File: config.mk
export PLATFORM = sky130hd
export DESIGN_NAME = heater_panel_top
export DESIGN_NICKNAME = d
export VERILOG_FILES = /design/src/verilog/display_pkg.sv /design/src/verilog/heater_pkg.sv /design/src/verilog/heater_command_regs.sv /design/src/verilog/heater_panel_top.sv /design/src/verilog/pwm_channels.sv /design/src/verilog/seven_seg_bank.sv /design/src/verilog/status_painter.sv
export SDC_FILE = /design/constraint.sdc
export NUM_CORES = 1
export LEC_CHECK = 0
export BUFFER_PORTS_ARGS = -buffer_cell sky130_fd_sc_hd__buf_2
export CAP_MARGIN = 20
export CORE_MARGIN = 5
export CORE_UTILIZATION = 59
export CTS_CLUSTER_DIAMETER = 80
export CTS_CLUSTER_SIZE = 24
export DETAILED_ROUTE_END_ITERATION = 7
export GPL_TIMING_DRIVEN = 0
export PLACE_DENSITY = 0.81
export SYNTH_ARGS = -nofsm -noshare
export SYNTH_HDL_FRONTEND = slang
export SYNTH_HIERARCHICAL = 1
export SYNTH_SLANG_ARGS = --single-unit
export TNS_END_PERCENT = 100
File: constraint.sdc
create_clock -name CLOCK_50 -period 2.89 [get_ports CLOCK_50]
set_input_delay 0.578 -clock CLOCK_50 [delete_from_list [all_inputs] [get_ports CLOCK_50]]
set_output_delay 0.578 -clock CLOCK_50 [all_outputs]
set_load 0.1 [all_outputs]
File: src/verilog/display_pkg.sv
/*
 Frame geometry, colours and region table of the status frame.
 All rectangle bounds are inclusive on both ends.
 Segment patterns are active low, bit 6 is segment g.
*/
`default_nettype none

package display_pkg;

	localparam int FRAME_W = 320;
	localparam int FRAME_H = 240;

	typedef logic [8:0]  coord_x_t;
	typedef logic [7:0]  coord_y_t;
	typedef logic [15:0] colour_t;

	localparam colour_t COLOUR_WHITE = 16'hFFFF;
	localparam colour_t COLOUR_GREEN = 16'h00FE;
	localparam colour_t COLOUR_RED   = 16'hFF00;
	localparam colour_t COLOUR_BLACK = 16'h0000;

	typedef struct packed
	{
		coord_x_t x;
		coord_y_t y;
		colour_t  colour;
	} pixel_wr_t;

	typedef enum logic
	{
		PAINT_EMIT    = 1'b0,
		PAINT_ADVANCE = 1'b1
	} paint_state_e;

	typedef struct packed
	{
		coord_x_t x0;
		coord_x_t x1;
		coord_y_t y0;
		coord_y_t y1;
	} glyph_rect_t;

	// "H1" label on the left, "H2" on the right
	localparam int GLYPH_COUNT = 12;
	localparam glyph_rect_t GLYPH_RECTS [GLYPH_COUNT] = '{
		'{9'd20,  9'd30,  8'd30, 8'd70},   // H left stroke
		'{9'd30,  9'd50,  8'd45, 8'd55},   // H bar
		'{9'd50,  9'd60,  8'd30, 8'd70},   // H right stroke
		'{9'd80,  9'd90,  8'd30, 8'd70},   // Digit 1
		'{9'd210, 9'd220, 8'd30, 8'd70},
		'{9'd220, 9'd240, 8'd45, 8'd55},
		'{9'd240, 9'd250, 8'd30, 8'd70},
		'{9'd270, 9'd300, 8'd30, 8'd35},   // Digit 2 top
		'{9'd270, 9'd300, 8'd47, 8'd53},   // Middle
		'{9'd270, 9'd300, 8'd65, 8'd70},   // Bottom
		'{9'd295, 9'd300, 8'd35, 8'd47},
		'{9'd270, 9'd275, 8'd53, 8'd65}
	};

	// Heater status squares, index is the channel
	localparam glyph_rect_t STATUS_SQ [2] = '{
		'{9'd35,  9'd75,  8'd90, 8'd130},
		'{9'd235, 9'd275, 8'd90, 8'd130}
	};

	localparam coord_x_t BAR_X0 = 9'd120;
	localparam coord_x_t BAR_X1 = 9'd200;
	localparam coord_y_t BAR_Y0 = 8'd200;
	localparam coord_y_t BAR_Y1 = 8'd220;

	typedef logic [6:0] seg_t;

endpackage

`default_nettype wire

File: src/verilog/heater_pkg.sv
/*
 Command and PWM definitions for the heater panel.
 The opcode is 2 bits and the command value is 10 bits wide.
 PWM period is PWM_STEPS ramp steps of PWM_PRESCALE clocks each.
*/
`default_nettype none

package heater_pkg;

	typedef enum logic [1:0]
	{
		CMD_SET_DUTY     = 2'd0,
		CMD_SET_STATUS   = 2'd1,
		CMD_SET_PROGRESS = 2'd2
	} heater_op_e;

	typedef logic [9:0] duty_t;

	// For SET_STATUS only value[0] matters; SET_PROGRESS uses value[7:0]
	typedef struct packed
	{
		heater_op_e  op;
		logic        channel; // Heater select, 0 or 1
		logic [9:0]  value;
	} heater_cmd_t;

	localparam int PWM_PRESCALE = 4;    // Clocks per ramp step
	localparam int PWM_STEPS    = 1024; // Ramp steps per period

	// Derived widths and limits
	localparam int    PRESCALE_W = $clog2(PWM_PRESCALE);
	localparam duty_t RAMP_LAST  = duty_t'(PWM_STEPS - 1);

endpackage

`default_nettype wire

File: src/verilog/heater_command_regs.sv
/*
 Command register file for two heaters and the progress value.
 Every command is absorbed in one cycle, so ready only drops in reset.
 Register contents change on the edge after acceptance.
*/
`timescale 1ns/100ps
`default_nettype none

module heater_command_regs
(
	input  wire                          CLOCK_50,
	input  wire                          rst_n_i,
	input  heater_pkg::heater_cmd_t      cmd_i,
	input  wire                          cmd_valid_i,
	output logic                         cmd_ready_o,
	output heater_pkg::duty_t [1:0]      duty_o,
	output logic [1:0]                   heater_on_o,
	output logic [7:0]                   progress_o
);
	import heater_pkg::*;

	logic accept;

	assign accept = cmd_valid_i & cmd_ready_o;

	// Ready rises on the first edge out of reset
	always_ff @(posedge CLOCK_50 or negedge rst_n_i)
	begin
		if (!rst_n_i)
			cmd_ready_o <= 1'b0;
		else
			cmd_ready_o <= 1'b1;
	end

	always_ff @(posedge CLOCK_50 or negedge rst_n_i)
	begin
		if (!rst_n_i)
		begin
			duty_o      <= '0;
			heater_on_o <= 2'b00;
			progress_o  <= 8'd0;
		end
		else if (accept)
		begin
			case (cmd_i.op)
				CMD_SET_DUTY:     duty_o[cmd_i.channel] <= cmd_i.value;
				CMD_SET_STATUS:   heater_on_o[cmd_i.channel] <= cmd_i.value[0];
				CMD_SET_PROGRESS: progress_o <= cmd_i.value[7:0]; // Shared by both heaters
				default:          ; // Unused opcode is dropped
			endcase
		end
	end

endmodule

`default_nettype wire

File: src/verilog/heater_panel_top.sv
/*
 Heater panel top: command registers, PWM, hex display and frame painter.
 The pixel stream is meant for an external frame buffer writer.
*/
`timescale 1ns/100ps
`default_nettype none

module heater_panel_top
(
	input  wire                        CLOCK_50,
	input  wire                        rst_n_i,
	input  heater_pkg::heater_cmd_t    cmd_i,
	input  wire                        cmd_valid_i,
	output logic                       cmd_ready_o,
	output logic [1:0]                 pwm_o,
	output display_pkg::seg_t [5:0]    seg_o,
	output display_pkg::pixel_wr_t     pix_o,
	output logic                       pix_valid_o,
	input  wire                        pix_ready_i
);
	import heater_pkg::*;

	duty_t [1:0] duty;      // Live duty registers
	logic  [1:0] heater_on;
	logic  [7:0] progress;

	heater_command_regs u_regs
	(
		.CLOCK_50    (CLOCK_50),
		.rst_n_i     (rst_n_i),
		.cmd_i       (cmd_i),
		.cmd_valid_i (cmd_valid_i),
		.cmd_ready_o (cmd_ready_o),
		.duty_o      (duty),
		.heater_on_o (heater_on),
		.progress_o  (progress)
	);

	pwm_channels u_pwm
	(
		.CLOCK_50 (CLOCK_50),
		.rst_n_i  (rst_n_i),
		.duty_i   (duty),
		.pwm_o    (pwm_o)
	);

	seven_seg_bank u_seg
	(
		.duty_i (duty),
		.seg_o  (seg_o)
	);

	status_painter u_painter
	(
		.CLOCK_50    (CLOCK_50),
		.rst_n_i     (rst_n_i),
		.heater_on_i (heater_on),
		.progress_i  (progress),
		.pix_o       (pix_o),
		.pix_valid_o (pix_valid_o),
		.pix_ready_i (pix_ready_i)
	);

endmodule

`default_nettype wire

File: src/verilog/pwm_channels.sv
/*
 Two PWM outputs sharing one prescaler and one 10-bit ramp.
 A duty value is taken at the ramp wrap, so a change shows from the next period.
 High time per period is duty * PWM_PRESCALE clocks.
*/
`timescale 1ns/100ps
`default_nettype none

module pwm_channels
(
	input  wire                     CLOCK_50,
	input  wire                     rst_n_i,
	input  heater_pkg::duty_t [1:0] duty_i,
	output logic [1:0]              pwm_o
);
	import heater_pkg::*;

	logic [PRESCALE_W-1:0] pre_cnt;
	logic                  tick;
	logic                  wrap;
	duty_t                 ramp;
	duty_t [1:0]           shadow;  // Duty in force for this period

	assign tick = (pre_cnt == PRESCALE_W'(PWM_PRESCALE - 1));
	assign wrap = tick && (ramp == RAMP_LAST);

	always_ff @(posedge CLOCK_50 or negedge rst_n_i)
	begin
		if (!rst_n_i)
			pre_cnt <= '0;
		else if (tick)
			pre_cnt <= '0;
		else
			pre_cnt <= pre_cnt + 1'b1;
	end

	// Ramp steps once per prescaler tick
	always_ff @(posedge CLOCK_50 or negedge rst_n_i)
	begin
		if (!rst_n_i)
			ramp <= '0;
		else if (wrap)
			ramp <= '0;
		else if (tick)
			ramp <= ramp + 1'b1;
	end

	// Load both channels on the same edge the ramp returns to zero
	always_ff @(posedge CLOCK_50 or negedge rst_n_i)
	begin
		if (!rst_n_i)
			shadow <= '0;
		else if (wrap)
			shadow <= duty_i;
	end

	always_comb
	begin
		for (int ch = 0; ch < 2; ch++)
			pwm_o[ch] = (ramp < shadow[ch]);
	end

endmodule

`default_nettype wire

File: src/verilog/seven_seg_bank.sv
/*
 Shows both duty values as hex on six active-low seven-segment digits.
 Digits 0..2 are channel 0, digits 3..5 channel 1; top digit holds bits 9:8.
 Purely combinational.
*/
`timescale 1ns/100ps
`default_nettype none

module seven_seg_bank
(
	input  heater_pkg::duty_t [1:0]   duty_i,
	output display_pkg::seg_t [5:0]   seg_o
);
	import display_pkg::*;

	function automatic seg_t hex_seg(input logic [3:0] nib);
		seg_t s;
		case (nib)
			4'h0: s = 7'b1000000;
			4'h1: s = 7'b1111001;
			4'h2: s = 7'b0100100;
			4'h3: s = 7'b0110000;
			4'h4: s = 7'b0011001;
			4'h5: s = 7'b0010010;
			4'h6: s = 7'b0000010;
			4'h7: s = 7'b1111000;
			4'h8: s = 7'b0000000;
			4'h9: s = 7'b0010000;
			4'hA: s = 7'b0001000;
			4'hB: s = 7'b0000011;
			4'hC: s = 7'b1000110;
			4'hD: s = 7'b0100001;
			4'hE: s = 7'b0000110;
			default: s = 7'b0001110; // F
		endcase
		return s;
	endfunction

	always_comb
	begin
		for (int ch = 0; ch < 2; ch++)
		begin
			seg_o[3*ch]     = hex_seg(duty_i[ch][3:0]);
			seg_o[3*ch + 1] = hex_seg(duty_i[ch][7:4]);
			seg_o[3*ch + 2] = hex_seg({2'b00, duty_i[ch][9:8]}); // Only 0..3
		end
	end

endmodule

`default_nettype wire

File: src/verilog/status_painter.sv
/*
 Paints the 320x240 status frame as a stream of pixel writes, raster order.
 One pixel per acceptance, then one idle cycle while the position advances.
 Status and progress are taken at the moment a pixel is formed.
 A stalled pixel keeps its colour even if status changes meanwhile.
*/
`timescale 1ns/100ps
`default_nettype none

module status_painter
(
	input  wire                     CLOCK_50,
	input  wire                     rst_n_i,
	input  wire [1:0]               heater_on_i,
	input  wire [7:0]               progress_i,
	output display_pkg::pixel_wr_t  pix_o,
	output logic                    pix_valid_o,
	input  wire                     pix_ready_i
);
	import display_pkg::*;

	paint_state_e state_q;
	coord_x_t     x_q;      // Position of the next pixel to form
	coord_y_t     y_q;
	coord_x_t     x_next;
	coord_y_t     y_next;
	pixel_wr_t    pix_q;

	function automatic logic in_rect(input glyph_rect_t r, input coord_x_t x,
		input coord_y_t y);
		return (x >= r.x0) && (x <= r.x1) && (y >= r.y0) && (y <= r.y1);
	endfunction

	// Region priority: glyphs, status squares, progress bar, background
	function automatic colour_t colour_at(input coord_x_t x, input coord_y_t y,
		input logic [1:0] on, input logic [7:0] progress);
		coord_x_t offset;
		logic     hit_glyph;
		colour_t  c;
		offset    = x - BAR_X0;
		hit_glyph = 1'b0;
		for (int i = 0; i < GLYPH_COUNT; i++)
			hit_glyph |= in_rect(GLYPH_RECTS[i], x, y);
		if (hit_glyph)
			c = COLOUR_WHITE;
		else if (in_rect(STATUS_SQ[0], x, y))
			c = on[0] ? COLOUR_GREEN : COLOUR_RED;
		else if (in_rect(STATUS_SQ[1], x, y))
			c = on[1] ? COLOUR_GREEN : COLOUR_RED;
		else if (x >= BAR_X0 && x <= BAR_X1 && y >= BAR_Y0 && y <= BAR_Y1)
		begin
			if (offset <= coord_x_t'(progress))
				c = COLOUR_WHITE + colour_t'(offset); // Gradient wraps past FFFF
			else
				c = COLOUR_BLACK;
		end
		else
			c = COLOUR_BLACK;
		return c;
	endfunction

	// Raster successor, x first, full frame wraps to the origin
	always_comb
	begin
		x_next = x_q + 1'b1;
		y_next = y_q;
		if (x_q == coord_x_t'(FRAME_W - 1))
		begin
			x_next = '0;
			if (y_q == coord_y_t'(FRAME_H - 1))
				y_next = '0;
			else
				y_next = y_q + 1'b1;
		end
	end

	always_ff @(posedge CLOCK_50 or negedge rst_n_i)
	begin
		if (!rst_n_i)
		begin
			state_q <= PAINT_ADVANCE; // First pass forms (0,0)
			x_q     <= '0;
			y_q     <= '0;
		end
		else
		begin
			case (state_q)
				PAINT_ADVANCE:
				begin
					x_q     <= x_next;
					y_q     <= y_next;
					state_q <= PAINT_EMIT;
				end
				PAINT_EMIT:
				begin
					if (pix_ready_i)
						state_q <= PAINT_ADVANCE;
				end
				default: state_q <= PAINT_ADVANCE;
			endcase
		end
	end

	// Pixel is formed on entry to PAINT_EMIT and held until accepted
	always_ff @(posedge CLOCK_50)
	begin
		if (state_q == PAINT_ADVANCE)
		begin
			pix_q.x      <= x_q;
			pix_q.y      <= y_q;
			pix_q.colour <= colour_at(x_q, y_q, heater_on_i, progress_i);
		end
	end

	assign pix_o       = pix_q;
	assign pix_valid_o = (state_q == PAINT_EMIT);

endmodule

`default_nettype wire
==> impl_metrics.yaml, run 1 <==
worst_setup_path:
  path_class: "reg -> out"
  worst_ep_arrival_time_ps: 2230
  start_kind: "flip-flop"
  worstPathRequired_ps: 2310
  end_kind: "output port"
  path_max_fanout: 8
logic_synthesis:
  synthAdderAreaFrac: 0.121
  synthMuxAreaShare: 0.0881
  synth_top_area_share: 0.276
  synthSimpleGateAreaFrac: 0.158
  ys.flop_type: "dfrtp_1"
  synthArstFlopShare: 0.743
  ys_seq_area_frac: 0.395
  synth_xor_area_frac: 0.0278
  syn-instance-count: 719
  postSynthAreaPerCell_um2: 10.1
  synth_seq_cells: 109
  netlist_area_um2: 7250
  synth.distinct_cells: 84
  synth_compound_area_frac: 0.138
  yosys_warnings: 6
  synth_edf_count: 28
  synth_top_family_by_area: "simple AND/OR/NAND/NOR gates"
  yosysTopAreaCell: "dfrtp_1"
  synth.area.top_cells: "dfrtp_1 (28%), ha_1 (12%), edfxtp_1 (12%)"
global_routing:
  use_met2: 0.388
  grt_util_met1: 0.355
  met3_usage: 0.0382
  grt_pass1_vias: 5695
  grt_use_total: 0.245
  busiest_layer: "met2"
  grt_max_degree: 54
  grt_overflow_total: 0
  grt_pass1_wl_um: 28900
  antenna_found_initial: 0
pwr:
  powerDensity_nw_per_um2: 829
  leakage_nw: 3.92
  ir_worst_vdd_v: 0.000917
  p_total_mw: 6.94
clocking:
  cts_tree: "done"
  cts.reportedPaths.clkPinSlew_ps: 80
  cts_buffers: 9
  ctsHoldBuffers: 0
  clockBufferDepth: 2
  cts_num_sinks: 109
  root_buffer: "clkbuf_16"
  htreeDepth: 3
  clkLatencyLatePin_ps: 350
floorplanning:
  die-area_um2: 14600
  num_rows: 40
  start_util: 0.604
  core_region_area_um2: 12000
  die_width_um: 121
  die_h_um: 121
  io_pins: 96
detailed_routing:
  drt_iter0_drc: 504
  wl_um: 17600
  num_vias: 5866
  avgRoutedWirePerCell_um: 18.0
  drt_pass1_iterations: 5
  drc_errors: 0
  vias_per_cell: 5.99
  ant_nets: 0
sta:
  fmax_mhz: 356
  fin_tns_setup_ps: 0
  setup_viol: 0
  skew_ps: 16.5
  fin_crit_sh: 0.972
  tightestPinTransition_ps: 857
  slew_headroom: 0.424
  period_needed_ps: 2810
  drv_slew: 0
  rsz0062_at_grt: "false"
  hold_viol_final: 0
  finalWorstSetupSlack_ps: 80.3
min_path:
  hold_class: "in -> async"
place:
  place_area_um2: 7970
  place_congestion: 0.920
  dp_slack_ps: -248
  dp.final_hpwl_um: 12800
  port_buffers: 93
run:
  cap_violations: 0
cells_and_area:
  drive_above_1_share: 0.269
  nFillCells: 897
  ff_latch_area_um2: 2870
  fin_area_um2: 8370
  final_core_util: 0.697
  multi_input_comb_area_um2: 3970
  insertedDiodeCount: 0
  layout_commonest_cell: "buf_2"
  nets: 915
  mostFrequentLayoutCells: "buf_2 (106), dfrtp_1 (77), ha_1 (69)"
  syn_to_final_growth_pct: 15.4
outcome:
  status: "completed"
## worst paths after layout
path	from	endpoint	slack [ps]	depth (start not counted)
max	u_regs/duty_o[1]	seg_o[0]	80	6
min	rst_n_i	u_pwm/ramp[9]	160	1
max reg2reg	u_painter/x_q[5]	u_painter/pix_o[1]	140	10
min reg2reg	u_pwm/pre_cnt[0]	u_pwm/pre_cnt[0]	430	1
max in group asynchronous	rst_n_i	u_painter/state_q	2070	2
min in group CLOCK_50	u_pwm/pre_cnt[0]	u_pwm/pre_cnt[0]	430	1
## repair_timing
item,in CTS,in global routing
gates cloned,1,0
gates resized for setup,4,9
pin swaps,1,0
setup endpoints to repair,11,12
setup buffers,0,3
## per-stage QoR
step	hold WS (ps)	cells
after CTS	165	977
after global placement	413	960
after global routing	189	980
final	158	980
after detailed placement	425	961
after floorplan	282	720
## metal layers
metal / up-vias / part of all wire
li1: 2777 / -
met1: 2850 / 0.46
met2: 220 / 0.46
met3: 19 / 0.067
met4: 0 / 0.013
met5: - / 0
## cells in the mapped netlist, types with 10 or more instances
library cell	n
a21oi_1	27
buf_2	15
buf_4	14
dfrtp_1	80
edfxtp_1	28
ha_1	70
inv_1	53
mux2_2	25
mux2_4	10
mux2i_1	14
nand2_1	64
nand3_1	22
nand4_1	18
nor2_1	42
o21ai_0	40
o21ai_1	10
xnor2_1	17
## cell families after synthesis
logic type / Yosys count
other: 2
XOR/XNOR: 23
AND/OR/NAND/NOR: 214
AO/OA/AOI/OAI: 149
adder cells (fa/ha/maj): 70
multiplexers: 52
buffers and inverters: 100
flip-flops: 109
## power by group
group	switching, mW	internal (mW)
clock network	0.575	0.730
logic	2.72	0.920
registers	0.242	1.75
## critical path: stages, from the launching register on
cell and delay [ps]:
dfrtp_1 500, inv_1 170, ha_1 220, nor2b_1 80
or3b_1 370, o21ai_1 100, buf_2 450
## layout make-up
type | instances | area share
Clock inverter | 5 | 0.00777
Buffer | 45 | 0.0366
Timing Repair Buffer | 97 | 0.0619
Sequential cell | 109 | 0.343
Tap cell | 147 | 0.0220
Multi-Input combinational cell | 512 | 0.474
Clock buffer | 11 | 0.0302
Inverter | 54 | 0.0242
## flip-flops by register name, summed over array words and instances (netlist names)
| signal | cells |
|---|---|
| u_pwm/pre_cnt | 2 |
| u_pwm/shadow | 20 |
| u_regs/heater_on_o | 2 |
| u_painter/x_q | 9 |
| u_painter/y_q | 8 |
| u_regs/progress_o | 8 |
| u_regs/duty_o | 20 |
| u_painter/state_q | 1 |
| u_regs/cmd_ready_o | 1 |
| u_pwm/ramp | 10 |
| u_painter/pix_o | 28 |
(Power assumes the default switching activity.)
==> run 2, diff against run 1 <==
--- a/config.mk
+++ b/config.mk
@@ -7,7 +7,7 @@
 export LEC_CHECK = 0
 export BUFFER_PORTS_ARGS = -buffer_cell sky130_fd_sc_hd__buf_2
 export CAP_MARGIN = 20
-export CORE_MARGIN = 5
+export CORE_MARGIN = 10
 export CORE_UTILIZATION = 59
 export CTS_CLUSTER_DIAMETER = 80
 export CTS_CLUSTER_SIZE = 24
==> impl_metrics.yaml, run 2 (same netlist as run 1, synthesis figures left out) <==
clocking:
  cts_num_sinks: 109
  ctsHoldBuffers: 0
  root_buffer: "clkbuf_16"
  cts_tree: "done"
  clockBufferDepth: 2
  clkLatencyLatePin_ps: 350
  cts.reportedPaths.clkPinSlew_ps: 70
  cts_buffers: 9
  htreeDepth: 3
run:
  cap_violations: 0
sta:
  fin_crit_sh: 0.963
  hold_viol_final: 0
  hold_ws_ps: 131
  fmax_mhz: 359
  period_needed_ps: 2780
  setup_viol: 0
  slew_headroom: 0.423
  drv_slew: 0
  skew_ps: 5.63
  fin_tns_setup_ps: 0
  tightestPinTransition_ps: 858
floorplanning:
  die_h_um: 131
  die_width_um: 131
  core_region_area_um2: 12000
  num_rows: 40
  start_util: 0.604
  io_pins: 96
  die-area_um2: 17100
place:
  dp.final_hpwl_um: 13200
  port_buffers: 93
  place_congestion: 0.912
  placedCellCount: 961
cells_and_area:
  drive_above_1_share: 0.270
  stdcell_count: 984
  nets: 919
  syn_to_final_growth_pct: 15.3
  layout_commonest_cell: "buf_2"
  insertedDiodeCount: 0
  largest_register_ffs: 28
  nFillCells: 929
  mostFrequentLayoutCells: "buf_2 (107), dfrtp_1 (78), ha_1 (69)"
detailed_routing:
  ant_nets: 0
  wl_um: 17700
  drt_iter0_drc: 427
  vias_per_cell: 5.91
  num_vias: 5812
  drt_pass1_iterations: 5
  avgRoutedWirePerCell_um: 18.0
  drc_errors: 0
worst_setup_path:
  worst_ep_arrival_time_ps: 2850
  path_class: "reg -> reg"
  worstPathRequired_ps: 2960
  path_max_fanout: 10
  end_kind: "flip-flop"
  start_kind: "flip-flop"
global_routing:
  grt_pass1_vias: 5520
  antenna_found_initial: 0
  grt_max_degree: 57
  grt_overflow_total: 0
  grt_use_total: 0.206
  grt_pass1_wl_um: 28200
outcome:
  status: "completed"
pwr:
  leakage_nw: 3.92
  powerDensity_nw_per_um2: 822
  ir_worst_vdd_v: 0.00103
  p_total_mw: 6.87
min_path:
  hold_class: "in -> async"
-- run 2: cell types whose count changed in the layout (fill, tap and decap cells not counted), sizes merged --
cell      change
buf           +4
bufinv        -1
clkbuf        +3
clkinv        -1
clkinvlp      +1
inv           -2
-- run 2: final timing paths --
check	depth (start not counted)	startpoint	slack [ps]	end
worst max-delay path	11	u_painter/x_q[3]	110	u_painter/pix_o[9]
worst min-delay path	1	rst_n_i	130	u_pwm/pre_cnt[1]
worst max register to register	11	u_painter/x_q[3]	110	u_painter/pix_o[9]
worst min register to register	1	u_pwm/pre_cnt[0]	430	u_pwm/pre_cnt[0]
max in group asynchronous	2	rst_n_i	2130	u_painter/state_q
min in group CLOCK_50	2	pix_ready_i	430	u_painter/state_q
-- run 2: metal layers --
layer / GRT usage / vias up / wire length, µm
met5: 0 / - / 0
met4: 0.0778 / 0 / 269
met3: 0.0383 / 21 / 1120
met2: 0.310 / 211 / 7840
met1: 0.290 / 2797 / 8460
li1: - / 2783 / -
-- run 2: area by class of cell --
| type | instances | area, µm² | area share |
|---|---|---|---|
| plain buffers | 46 | 312 | 0.0372 |
| flip-flops and latches | 109 | 2880 | 0.344 |
| multi-input cells | 512 | 3960 | 0.473 |
| clock inverters | 2 | 15.0 | 0.00179 |
| well taps | 147 | 184 | 0.0220 |
| repair buffers | 100 | 541 | 0.0646 |
| clock buffers | 14 | 274 | 0.0328 |
| inverters | 54 | 206 | 0.0247 |
-- run 2: stage by stage --
step / util / worst slack (ps) / instance area (µm²)
detailed placement: 0.664 / -258 / 7970
global placement: 0.661 / -239 / 7940
floorplan: - / 15.9 / 7290
global route: 0.697 / -27.4 / 8370
CTS: 0.690 / 14.7 / 8280
finish: 0.697 / 107 / 8370
-- run 2: timing repair --
| action | 4_1_cts | 5_1_grt |
|---|---|---|
| setup buffers | 0 | 6 |
| pin swaps | 1 | 1 |
| gates cloned | 1 | 0 |
| gates resized for setup | 6 | 8 |
| endpoints found under the setup margin | 11 | 13 |
-- run 2: power by group --
group | internal (mW) | total (mW) | switching (mW)
sequential | 1.75 | 1.99 | 0.239
clock | 0.659 | 1.20 | 0.542
combinational | 0.944 | 3.68 | 2.74
-- run 2: worst max-delay path, stage by stage, from the launching register on --
cell     delay, ps
dfrtp_2        490
ha_2           270
buf_4          210
nand3_1        110
xor2_1         220
ha_1           290
nand3_1        120
nor2_1          60
a22o_1         210
o211a_1        280
nand2_1        110
nand4_1        140
==> run 3, diff against run 2 <==
--- a/config.mk
+++ b/config.mk
@@ -8,12 +8,12 @@
 export BUFFER_PORTS_ARGS = -buffer_cell sky130_fd_sc_hd__buf_2
 export CAP_MARGIN = 20
 export CORE_MARGIN = 10
-export CORE_UTILIZATION = 59
+export CORE_UTILIZATION = 53
 export CTS_CLUSTER_DIAMETER = 80
 export CTS_CLUSTER_SIZE = 24
 export DETAILED_ROUTE_END_ITERATION = 7
 export GPL_TIMING_DRIVEN = 0
-export PLACE_DENSITY = 0.81
+export PLACE_DENSITY = 0.77
 export SYNTH_ARGS = -nofsm -noshare
 export SYNTH_HDL_FRONTEND = slang
 export SYNTH_HIERARCHICAL = 1
==> constraint.sdc (replaced) <==
create_clock -name CLOCK_50 -period 2.29 [get_ports CLOCK_50]
set_input_delay 0.458 -clock CLOCK_50 [delete_from_list [all_inputs] [get_ports CLOCK_50]]
set_output_delay 0.458 -clock CLOCK_50 [all_outputs]
set_load 0.1 [all_outputs]
==> impl_metrics.yaml, run 3 (same netlist as run 1, synthesis figures left out) <==
detailed_routing:
  ant_nets: 0
  num_vias: 6218
  wl_met3_um: 1050
  wl_met2_um: 10800
  wl_um: 20600
  drt_pass1_iterations: 5
  drt_iter0_drc: 489
  drc_errors: 0
  routed.top_layer: "met4"
  vias_per_cell: 5.89
  m1WireLength_um: 8190
  avgRoutedWirePerCell_um: 19.5
clocking:
  clockBufferDepth: 2
  cts_tree: "done"
  root_buffer: "clkbuf_16"
  clkLatencyLatePin_ps: 350
  htreeDepth: 3
  ctsHoldBuffers: 0
  cts_buffers: 9
  cts_num_sinks: 109
  cts.reportedPaths.clkPinSlew_ps: 70
cells_and_area:
  largest_register_ffs: 28
  stdcell_count: 1055
  syn_to_final_growth_pct: 31.8
  mostFrequentLayoutCells: "buf_2 (75), buf_4 (63), dfrtp_1 (61)"
  fin_area_um2: 9560
  layout_commonest_cell: "buf_2"
  nets: 961
  insertedDiodeCount: 0
  drive_above_1_share: 0.421
worst_setup_path:
  worst_ep_arrival_time_ps: 2690
  path_class: "reg -> reg"
  r2r_start: "u_painter/x_q[3]"
  crit_start: "u_painter/x_q[3]"
  end_kind: "flip-flop"
  worstPathRequired_ps: 2500
  path_max_fanout: 6
  start_kind: "flip-flop"
  r2r_setup_slack_ps: -190
pwr:
  p_clk_frac: 0.153
  powerDensity_nw_per_um2: 1010
  ir_worst_vdd_v: 0.000671
  p_total_mw: 9.61
  p_sw_mw: 4.81
  seq_power_share: 0.260
  p_int_mw: 4.80
  leakage_nw: 4.23
  swShare: 0.500
  combPwrFrac: 0.587
sta:
  period_needed_ps: 2480
  hold_viol_final: 0
  rsz0062_at_grt: "true"
  drv_slew: 0
  fin_tns_setup_ps: -1920
  setup_viol: 15
  fin_crit_sh: 1.08
  finalWorstSetupSlack_ps: -191
  fmax_mhz: 403
  tightestPinTransition_ps: 948
  skew_ps: 8.55
  slew_headroom: 0.363
place:
  dp.final_hpwl_um: 14000
  port_buffers: 93
  placedCellCount: 990
  place_congestion: 0.921
  place_area_um2: 8160
outcome:
  violations: "negative setup slack"
  status: "finished with violations"
run:
  cap_violations: 0
global_routing:
  grt_pass1_vias: 6309
  antenna_found_initial: 0
  grt_pass1_wl_um: 31900
  grt_max_degree: 46
  grt_overflow_total: 0
  grt_use_total: 0.212
floorplanning:
  core_region_area_um2: 13300
  die_width_um: 137
  num_rows: 42
  die_h_um: 137
  start_util: 0.543
  die-area_um2: 18800
  io_pins: 96
min_path:
  hold_class: "in -> async"
-- run 3: cell count changes in the layout (fill, tap and decap cells not counted), moves of 6 or more --
cell and delta:
ha_4 +18, buf_4 +42, o21ai_1 -8, inv_1 -13, buf_2 -32, dfrtp_1 -17
buf_12 +10, inv_2 +6, buf_6 +15, o21ai_2 +12, dfrtp_2 +17, ha_1 -21
-- run 3: critical path, stage by stage, from the launching register on --
cell       delay (ps)
dfrtp_2           480
buf_6             140
and3_4            180
xnor2_4           200
ha_4              240
a21o_1            170
a21o_1            200
a2111oi_4         280
o211a_4           260
nand2_2            80
nand4_1           100
-- run 3: per-layer routing --
metal / vias to the layer above / track usage
met5: - / 0
met4: 0 / 0.0738
met3: 37 / 0.0469
met2: 205 / 0.378
met1: 3101 / 0.242
li1: 2875 / -
-- run 3: power by group through the flow --
stage	Clock [mW]	Combinational, mW	Sequential (mW)
2_1_floorplan	0	3.62	2.71
3_3_place_gp	0	4.50	2.55
3_5_place_dp	0	4.58	2.56
4_1_cts	1.50	5.33	2.48
5_1_grt	1.59	5.90	2.53
6_report	1.47	5.64	2.50
-- run 3: path summary, 6_finish.rpt --
path | endpoint | cells past startpoint
max in group asynchronous | u_painter/state_q | 2
min in group CLOCK_50 | u_painter/state_q | 2
hold / removal | u_pwm/shadow[12] | 1
setup / recovery | u_painter/pix_o[7] | 10
hold reg to reg | u_pwm/pre_cnt[0] | 1
setup reg to reg | u_painter/pix_o[7] | 10
-- run 3: final cells by class --
type	count	area, µm²
inverter	54	226
fill	928	3790
timing repair buffer	142	1120
multi-input combinational	512	4480
tap	176	220
sequential	109	2900
buffer	46	347
clock buffer	9	225
clock inverter	7	50.0
-- run 3: through the flow --
stage,hold slack (ps),util,setup WS [ps]
2_1_floorplan,162,-,-368
3_3_place_gp,414,0.609,-411
3_5_place_dp,424,0.611,-457
4_1_cts,83.2,0.690,-169
5_1_grt,98.6,0.716,-284
6_report,70.9,0.716,-191
-- run 3: repair_timing --
action                     in CTS  in global routing
buffers inserted               39                  9
setup endpoints to repair      48                 39
resized for setup             127                 64
cloned                          1                  0
pin swaps                      18                 21
